File: src/hdl/alu16_defines.svh
`ifndef ALU16_DEFINES_SVH
`define ALU16_DEFINES_SVH

// ##############################
// datapath widths
// ##############################
`define ALU16_WIDTH 16 // operand width in bits.
`define ALU16_IDX_W 4  // enough to address every operand bit.
`define ALU16_OP_W  3  // eight operations.

// ##############################
// latency
// ##############################
`define ALU16_DONE_LATENCY 18 // edges from the start sample up to done including the sample edge.

`endif

File: src/hdl/alu16_pkg.sv
`include "alu16_defines.svh"

package alu16_pkg;

    // ##############################
    // vector types
    // ##############################
    typedef logic [`ALU16_WIDTH-1:0] word_t;    // one operand.
    typedef logic [`ALU16_WIDTH:0]   result_t;  // result with the carry on top.
    typedef logic [`ALU16_IDX_W-1:0] bit_idx_t; // position of the bit in flight.

    // ##############################
    // enums
    // ##############################
    typedef enum logic [`ALU16_OP_W-1:0] {
        OP_ADD  = 3'b000,
        OP_SUB  = 3'b001,
        OP_XOR  = 3'b010,
        OP_AND  = 3'b011,
        OP_NOT  = 3'b100, // works on a only.
        OP_OR   = 3'b101,
        OP_NOR  = 3'b110,
        OP_NAND = 3'b111
    } alu_op_e;

    typedef enum logic {
        ST_IDLE = 1'b0,
        ST_RUN  = 1'b1
    } load_state_e;

    // ##############################
    // serial steps
    // ##############################
    typedef struct packed {
        logic     valid;
        logic     first; // high on index 0 only.
        logic     a_bit;
        logic     b_bit;
        alu_op_e  op;
        bit_idx_t idx;
    } bit_pair_s;

    typedef struct packed {
        logic     valid;
        logic     r_bit;
        logic     carry; // carry register after this step.
        bit_idx_t idx;   // all ones marks the last step.
    } result_bit_s;

endpackage

File: src/hdl/operand_loader.sv
`include "alu16_defines.svh"

module operand_loader
    import alu16_pkg::*;
(
    input  logic      clk,
    input  logic      arst_n,
    input  logic      start,
    input  word_t     a,
    input  word_t     b,
    input  alu_op_e   op,
    output logic      busy,
    output bit_pair_s bits
);

    load_state_e state_q;
    bit_idx_t    idx_q;
    word_t       a_q;
    word_t       b_q;
    alu_op_e     op_q;
    logic        accept;
    logic        last_idx;

    assign accept   = start && (state_q == ST_IDLE); // a start while running is dropped.
    assign last_idx = (idx_q == bit_idx_t'(`ALU16_WIDTH - 1));

    // ##############################
    // sequencer
    // ##############################
    always_ff @(posedge clk or negedge arst_n) begin
        if (!arst_n) begin
            state_q <= ST_IDLE;
            idx_q   <= '0;
        end else begin
            case (state_q)
                ST_IDLE: begin
                    if (accept) begin
                        state_q <= ST_RUN;
                        idx_q   <= '0;
                    end
                end
                ST_RUN: begin
                    idx_q <= idx_q + 1'b1; // wraps back to zero after the last bit.
                    if (last_idx) begin
                        state_q <= ST_IDLE;
                    end
                end
                default: begin
                    state_q <= ST_IDLE;
                end
            endcase
        end
    end

    // ##############################
    // operand capture
    // ##############################
    always_ff @(posedge clk) begin
        if (accept) begin
            a_q  <= a;
            b_q  <= b;
            op_q <= op;
        end
    end

    // the counter selects one bit of each operand starting at the lsb.
    always_comb begin
        bits.valid = (state_q == ST_RUN);
        bits.first = (state_q == ST_RUN) && (idx_q == '0);
        bits.a_bit = a_q[idx_q];
        bits.b_bit = b_q[idx_q];
        bits.op    = op_q;
        bits.idx   = idx_q;
    end

    assign busy = (state_q == ST_RUN);

endmodule

File: src/hdl/serial_alu.sv
module serial_alu
    import alu16_pkg::*;
(
    input  logic        clk,
    input  logic        arst_n,
    input  bit_pair_s   bits,
    output result_bit_s rbits
);

    logic     carry_q;
    logic     valid_q;
    logic     r_bit_q;
    bit_idx_t idx_q;

    logic     is_arith;
    logic     is_sub;
    logic     b_eff;
    logic     cin;
    logic     sum;
    logic     cout;
    logic     r_bit_d;

    // ##############################
    // bitwise operations
    // ##############################
    function automatic logic logic_bit(input alu_op_e op, input logic a, input logic b);
        logic y;
        case (op)
            OP_XOR:  y = a ^ b;
            OP_AND:  y = a & b;
            OP_NOT:  y = ~a;
            OP_OR:   y = a | b;
            OP_NOR:  y = ~(a | b);
            OP_NAND: y = ~(a & b);
            default: y = 1'b0; // add and sub go through the adder.
        endcase
        return y;
    endfunction

    // ##############################
    // full adder slice
    // ##############################
    assign is_sub   = (bits.op == OP_SUB);
    assign is_arith = (bits.op == OP_ADD) || is_sub;

    always_comb begin
        b_eff = bits.b_bit ^ is_sub;               // sub adds the inverted b.
        cin   = bits.first ? is_sub : carry_q;     // sub starts with a carry of one.
        sum   = bits.a_bit ^ b_eff ^ cin;
        cout  = (bits.a_bit & b_eff) | (cin & (bits.a_bit ^ b_eff));
        if (is_arith) begin
            r_bit_d = sum;
        end else begin
            r_bit_d = logic_bit(bits.op, bits.a_bit, bits.b_bit);
        end
    end

    // ##############################
    // carry and output registers
    // ##############################
    always_ff @(posedge clk or negedge arst_n) begin
        if (!arst_n) begin
            valid_q <= 1'b0;
            carry_q <= 1'b0;
        end else begin
            valid_q <= bits.valid;
            if (bits.valid) begin
                carry_q <= is_arith ? cout : 1'b0; // logic operations leave no carry.
            end
        end
    end

    always_ff @(posedge clk) begin
        if (bits.valid) begin
            r_bit_q <= r_bit_d;
            idx_q   <= bits.idx;
        end
    end

    always_comb begin
        rbits.valid = valid_q;
        rbits.r_bit = r_bit_q;
        rbits.carry = carry_q;
        rbits.idx   = idx_q;
    end

endmodule

File: src/hdl/result_collector.sv
`include "alu16_defines.svh"

module result_collector
    import alu16_pkg::*;
(
    input  logic        clk,
    input  logic        arst_n,
    input  result_bit_s rbits,
    output result_t     result,
    output logic        done
);

    word_t   shadow_q;
    word_t   final_word;
    result_t result_q;
    logic    done_q;
    logic    last_step;

    assign last_step = rbits.valid && (rbits.idx == '1);

    // ##############################
    // bit deposit
    // ##############################
    always_ff @(posedge clk) begin
        if (rbits.valid) begin
            shadow_q[rbits.idx] <= rbits.r_bit; // each step lands in its own position.
        end
    end

    // the top bit arrives with the last step and bypasses the shadow word.
    assign final_word = {rbits.r_bit, shadow_q[`ALU16_WIDTH-2:0]};

    // ##############################
    // finished word
    // ##############################
    always_ff @(posedge clk or negedge arst_n) begin
        if (!arst_n) begin
            result_q <= '0;
            done_q   <= 1'b0;
        end else begin
            done_q <= last_step;
            if (last_step) begin
                result_q <= {rbits.carry, final_word}; // held until the next done.
            end
        end
    end

    assign result = result_q;
    assign done   = done_q;

endmodule

File: src/hdl/alu16_top.sv
module alu16_top
    import alu16_pkg::*;
(
    input  logic    clk,
    input  logic    arst_n,
    input  logic    start,
    input  word_t   a,
    input  word_t   b,
    input  alu_op_e op,
    output logic    busy,
    output logic    done,
    output result_t result
);

    bit_pair_s   bits;
    result_bit_s rbits;

    operand_loader i_operand_loader (
        .clk    (clk),
        .arst_n (arst_n),
        .start  (start),
        .a      (a),
        .b      (b),
        .op     (op),
        .busy   (busy),
        .bits   (bits)
    );

    serial_alu i_serial_alu (
        .clk    (clk),
        .arst_n (arst_n),
        .bits   (bits),
        .rbits  (rbits)
    );

    result_collector i_result_collector (
        .clk    (clk),
        .arst_n (arst_n),
        .rbits  (rbits),
        .result (result),
        .done   (done)
    );

endmodule

File: config.mk
export PLATFORM = sky130hd
export DESIGN_NAME = alu16_top
export DESIGN_NICKNAME = d
export VERILOG_FILES = /design/src/hdl/alu16_pkg.sv /design/src/hdl/operand_loader.sv /design/src/hdl/serial_alu.sv /design/src/hdl/result_collector.sv /design/src/hdl/alu16_top.sv
export VERILOG_INCLUDE_DIRS = /design/src /design/src/hdl
export SDC_FILE = /design/constraint.sdc
export NUM_CORES = 1
export LEC_CHECK = 0
export BUFFER_PORTS_ARGS = -buffer_cell sky130_fd_sc_hd__buf_4
export CAP_MARGIN = 5
export CORE_MARGIN = 4
export CORE_UTILIZATION = 40
export DETAILED_ROUTE_END_ITERATION = 6
export HOLD_SLACK_MARGIN = 0.08
export PLACE_DENSITY = 0.57
export SYNTH_ARGS = -nofsm -noshare
export SYNTH_HDL_FRONTEND = slang
export SYNTH_SLANG_ARGS = --single-unit
File: constraint.sdc
create_clock -name clk -period 5.1 [get_ports clk]
set_input_delay 0.255 -clock clk [delete_from_list [all_inputs] [get_ports clk]]
set_output_delay 0.255 -clock clk [all_outputs]
set_load 0.01 [all_outputs]
==> After elaboration in Yosys (flattened, before gate mapping) <==
Index checks and enable logic that the tools add are counted.
{ "op_classes": {"addsub": 1, "magnitude_cmp": 3, "eq_ne": 10, "n_mux": 16, "bitwise": 13, "n_reduce_logical": 7} }
{ "op_table": {"columns": ["cell", "n"], "rows": [
  ["16-bit bitwise mux", 1],
  ["3-bit == test (second input constant)", 4],
  ["4-bit by 5-bit < comparator with 1-bit output (second input constant)", 2],
  ["1-bit binary-select mux with 4-bit select", 2],
  ["4-bit == test (second input constant)", 2],
  ["1-bit 2-to-1 mux", 8],
  ["4-bit one-hot mux with 2 select lines", 1],
  ["3-bit by 2-bit == test with 1-bit output (second input constant)", 2],
  ["1-bit one-hot mux with 6 select lines", 1],
  ["4-bit by 1-bit adder with 4-bit output (second input constant)", 1],
  ["1-bit demux with 4-bit select", 1],
  ["4-bit by 1-bit >= comparator with 1-bit output (second input constant)", 1],
  ["1-bit logical AND", 4],
  ["4-bit zero test", 1],
  ["4-bit 2-to-1 mux", 1],
  ["1-bit NOT", 4],
  ["1-bit XOR", 4],
  ["1-bit AND", 3],
  ["3-bit by 1-bit == test with 1-bit output (second input constant)", 1],
  ["3-bit zero test", 1],
  ["2-bit by 1-bit inequality test with 1-bit output (second input constant)", 1],
  ["1-bit OR", 2],
  ["1-bit one-hot mux with 2 select lines", 1],
  ["1-bit logical OR", 1]
]} }
{ "totals": {"regBits": 81, "in_bits": 38, "output_inout_bits": 19, "elab_cells": 62} }

==> Logic depth before layout (Yosys ltp) <==
{ "depth": {"word_depth": 7, "depth_mapped": 10, "depth_no_buf": 9} }

==> Cells and area by module <==
A second synthesis with hierarchy kept.
{ "hier_totals": {"hier_cells": 191, "area_unflattened_um2": 3261.9} }
{ "modules_own_cells": {"columns": ["module", "n_inst", "cells_per_inst", "area_per_inst_um2", "seq_area_each_um2"], "rows": [
  ["operand_loader", 1, 89, 1601.5, 1176.1],
  ["result_collector", 1, 74, 1292.5, 900.9],
  ["serial_alu", 1, 28, 367.9, 200.2]
]} }

==> Worst setup path before layout <==
OpenSTA, ideal clock, no wires.
{ "synth_timing": {"kind": "register -> register", "from": "reg i_operand_loader.state_q, in the netlist i_operand_loader.busy", "to": "reg i_operand_loader.a_q[0] (enable)", "setup_time_ns": 0.431, "t_arrival_ns": 2.307, "required_time_ns": 4.669, "slack_ns": 2.362, "stages_incl_launch_ff": 3, "n_path_buf": 1, "period_less_slack_ns": 2.738, "path_cell_list": "dfrtp_1 clkbuf_1 nor2b_1"} }
{ "synth_via": {"elab_chain_len": 2} }
{ "synth_rtl": {"columns": ["item", "line_no", "text"], "rows": [
  ["start: declaration", "operand_loader.sv:16", "load_state_e state_q;"],
  ["start signal: assignment", "operand_loader.sv:32", "state_q <= ST_IDLE;"],
  ["start signal: assignment", "operand_loader.sv:38", "state_q <= ST_RUN;"],
  ["start signal: assignment", "operand_loader.sv:45", "state_q <= ST_IDLE;"],
  ["1-bit NOT", null, null],
  ["1-bit logical AND", "operand_loader.sv:24", "assign accept = start && (state_q == ST_IDLE);"],
  ["via i_operand_loader.accept", "operand_loader.sv:21", "logic accept;"],
  ["end signal: assignment", "operand_loader.sv:60", "a_q <= a;"],
  ["end: declaration", "operand_loader.sv:18", "word_t a_q;"]
]} }
The timed path passes the listed nets, and every way through them passes these cells.
A chain may end at the register's enable or synchronous reset.

==> Worst setup path in the final report <==
{ "layout_timing": {"from": "reg i_operand_loader.idx_q[1]", "to": "reg i_serial_alu.r_bit_q, data pin"} }
{ "layout_via": {"elab_chain_len": 6, "word_cells_on_any_way": 18, "classes_between": "7 x mux; 9 x bitwise; 2 x reduce/logical"} }
{ "layout_rtl": {"columns": ["item", "line_no", "text"], "rows": [
  ["start: declaration", "operand_loader.sv:17", "bit_idx_t idx_q;"],
  ["start signal: assignment", "operand_loader.sv:43", "idx_q <= idx_q + 1'b1;"],
  ["1-bit binary-select mux with 4-bit select, on equally long branches", "operand_loader.sv:70, operand_loader.sv:71", null],
  ["1-bit 2-to-1 mux, on equally long branches", "operand_loader.sv:70, operand_loader.sv:71", null],
  ["1-bit AND, or another cell as far along", "serial_alu.sv:30, serial_alu.sv:34", null],
  ["1-bit NOT, or another cell as far along", "serial_alu.sv:34", "OP_NAND: y = ~(a & b);"],
  ["1-bit one-hot mux with 6 select lines / 1-bit XOR (equally long branches)", "serial_alu.sv:28, serial_alu.sv:49", null],
  ["1-bit 2-to-1 mux (*)", "serial_alu.sv:51", "if (is_arith) begin"],
  ["via i_serial_alu.r_bit_d", "serial_alu.sv:21", "logic r_bit_d;"],
  ["end signal: assignment", "serial_alu.sv:75", "r_bit_q <= r_bit_d;"],
  ["end: declaration", "serial_alu.sv:12", "logic r_bit_q;"]
]} }
Mark *: on every way through the listed nets, which the timed path passes. The rest lies on a longest branch. The select of a mux whose other input is x is not followed.

==> metrics.md <==
| Metric | Value |
|---|---|
| # rows | `32` |
| Final Skew | `~0.011 ns` |
| Count of cell types in the netlist | `39` |
| DRC | `0` |
| RR Endpoint | `i_serial_alu.r_bit_q` |
| Startpoint Class | `flop` |
| Final net count | `around 320` |
| CTS H-tree lvls | `3` |
| Area after DPL | `approximately 3700 sq um` |
| FILL cells | `approximately 640` |
| Root buffer cell | `clkbuf_8` |
| Status | `finished, final reports clean` |
| Worst r2r src | `i_operand_loader.idx_q[1]` |
| Mux cell area share after synthesis | `0.1422` |
| Worst slew margin relative to its limit | `0.3872` |
| HP Class | `input port to flop` |
| CTS Buf Count | `9` |
| Port Buffers | `56` |
| Detailed placement HPWL | `between 3000 and 4000 um` |
| Actual slew at the worst max-slew pin | `between 0.9 and 1 ns` |
| Cell area power density | `about 530 nW/um^2` |
| Seq/Total Area, Yosys | `0.7151` |
| CTS Buffer Depth | `2` |
| CP Data Required Time | `5.19 ns` |
| Nature of the critical path endpoint | `flop` |
| Flop2flop setup slack | `roughly 2.2 ns` |
| Die width | `around 97 um` |
| CTS tree | `yes` |
| TritonCTS Sinks | `80` |
| Final WL | `roughly 5300 um` |
| Post-synthesis cell count | `181` |
| Synthesized cell area | `~3200 sq um` |
| Hold Slack | `approximately 0.21 ns` |
| Initial Util | `0.4121` |
| Maxcap violations | `0` |
| Syn avg cell area | `approximately 18 sq um` |
| Clock Latency Late Sink | `approximately 0.35 ns` |
| Largest net degree at the start of global routing | `36` |
| Seq cells post-synth | `80` |
| Antenna-violating nets left | `0` |
| Pins Over Slew Limit | `0` |
| Synth Area in Simple Gates | `0.06444` |
| Synth Area in Adders | `0.02200` |
| Number of DRC markers in iteration 0 | `between 50 and 60` |
| Clock-pin transition on the worst setup and hold timing paths | `0.09 ns` |
| Worst IR drop on VDD | `~0.19 mV` |
| Worst r2r path cells | `9` |
| Vias | `~1,800` |
| Dominant cells by area after synthesis | `edfxtp_1, dfrtp_1, mux2_1` |
| Vias in the first global route | `1,857` |
| Final number of hold-violating endpoints | `0` |
| Hold path startpoint | `start` |
| CP Max Fanout | `13` |
| Antenna violations before repair | `0` |
| Sequential cell area | `~2300 sq um` |
| Vias/cell | `4.716` |
| TNS Setup | `0 ns` |
| Period minus WS final | `2.918 ns` |
| Mapped Nets | `between 200 and 250` |
| Area of the multi-input gates | `about 860 sq um` |
| Main combinational cell family by area after synthesis | `multiplexers` |
| Overall routing resource usage | `0.1220` |
| Area Growth Syn to Fin | `34.50%` |
| # IOs | `57` |
| DR WL/cell | `approximately 14 um` |
| Critical path data arrival time | `about 3 ns` |
| Synth Area in Compound Gates | `0.03143` |
| Final Cell Area | `around 4300 sq um` |
| Kind of critical path | `flop to flop` |
| P_leak | `approximately 1.7 nW` |
| RSZ-0062 raised after global routing | `false` |
| Commonest non-fill, non-tap cell in the layout | `buf_4` |
| Total core area | `between 7000 and 8000 sq um` |
| First-pass GRT wire length | `9052 um` |
| Gp weighted congestion | `between 0.7 and 0.8` |
| Highest clock rate | `around 0.34 GHz` |
| Setup violators final | `0` |
| Hold Path Stages | `3` |
| Synth warn | `0` |
| GRT overflow | `0` |
| Die area | `between 9000 and 10,000 sq um` |
| Worst Hold End | `i_operand_loader.idx_q[0]` |
| Most frequent cells in the layout | `buf_4, edfxtp_1, dlygate4sd3_1` |
| Chip Height | `between 90 and 100 um` |
| Layout cell share with drive strength beyond 1 | `0.3053` |
| Crit share post-route | `0.5721` |
| Fraction of synthesized cell area in xor and xnor cells | `0.007859` |
| Top cell type by total area after synthesis | `edfxtp_1` |
| First-pass DRT Iterations | `4` |
| Antenna Cells | `0` |
| Yosys top cell area share | `0.5187` |
## through the flow
step,utilization,instances,worst slack [ns],total power [mW]
global route,0.5542,387,1.972,2.417
floorplan,-,181,2.362,1.535
global placement,0.4802,335,2.212,1.758
CTS,0.5529,386,2.126,2.286
detailed placement,0.4802,335,2.126,1.777
finish,0.5542,387,2.182,2.249
## cell families (layout without fill, tap and decap cells)
| group | count (synthesis) | after routing |
|---|---|---|
| buffers and inverters | 11 | 115 |
| AND/OR/NAND/NOR | 40 | 40 |
| AO/OA/AOI/OAI | 12 | 12 |
| XOR/XNOR | 2 | 2 |
| multiplexers | 31 | 31 |
| adder cells (fa/ha/maj) | 5 | 5 |
| flip-flops | 80 | 80 |
## metal layers
layer | GRT usage | wire, um | up-vias
met1 | 0.1427 | 2164 | 882
met2 | 0.2044 | 2745 | 50
met5 | 0 | 0 | -
met3 | 0.03877 | 314 | 9
met4 | 0.05751 | 110 | 0
li1 | - | - | 884
## worst max-delay path by stage
stage / from / endpoint / slack, ns / cells past startpoint
finish: i_operand_loader.idx_q[1] / i_serial_alu.r_bit_q / 2.18 / 9
global route: i_operand_loader.idx_q[1] / i_serial_alu.r_bit_q / 1.97 / 9
CTS: i_operand_loader.idx_q[1] / i_serial_alu.r_bit_q / 2.13 / 9
detailed placement: i_operand_loader.idx_q[1] / i_serial_alu.r_bit_q / 2.13 / 9
global placement: i_operand_loader.idx_q[1] / i_serial_alu.r_bit_q / 2.21 / 9
floorplan: i_operand_loader.busy / i_operand_loader.a_q[0] / 2.36 / 2
## repair_timing
action | in CTS | in global routing
hold buffers | 35 | 1
setup endpoints to repair | 0 | 0
setup buffers | 0 | 0
endpoints found under the hold margin | 59 | 1
gates resized for setup | 0 | 0
## sequential cells by signal, summed over array words and instances, names as in the netlist, 3 cells and up
signal / count
i_result_collector.result: 17
i_operand_loader.a_q: 16
i_operand_loader.b_q: 16
i_result_collector.shadow_q: 15
i_operand_loader.idx_q: 4
i_serial_alu.idx_q: 4
i_operand_loader.op_q: 3
## worst max-delay path, cell delays in order (launching register included)
cell and delay [ns]:
dfrtp_1 0.73, mux4_1 0.64, mux2i_1 0.14, mux2_4 0.20, xor2_2 0.08, fa_1 0.54, nor2b_1 0.12, a31oi_1 0.05
nor2_1 0.12, a41oi_2 0.04
## Yosys cell counts (all sizes together)
cell,instances
a41oi,2
dfrtp,25
nand2b,3
a22oi,1
nor4bb,1
buf,3
o211ai,1
edfxtp,55
mux4,8
nand3,3
fa,1
or3b,1
mux2,19
xnor2,1
o21a,1
nor3b,1
a21o,1
a22o,2
ha,4
mux2i,4
nor2b,3
nor3,6
xor2,1
nor2,16
a31oi,1
nand2,3
nand3b,3
a21oi,3
inv,6
clkbuf,2
## power by group
part           internal, mW  leakage (nW)  switching [mW]
clock network         0.248         0.110           0.238
registers             0.912         0.805           0.161
logic                 0.387         0.773           0.303
total                  1.55          1.69           0.702
## cell type report
cell class | instances | area share
Clock buffer | 10 | 0.03214
Clock inverter | 6 | 0.01724
Inverter | 6 | 0.005259
Multi-Input combinational cell | 90 | 0.1998
Sequential cell | 80 | 0.5317
Tap cell | 102 | 0.02980
Timing Repair Buffer | 93 | 0.1840
Note: power is estimated with default switching activity, not from simulation.
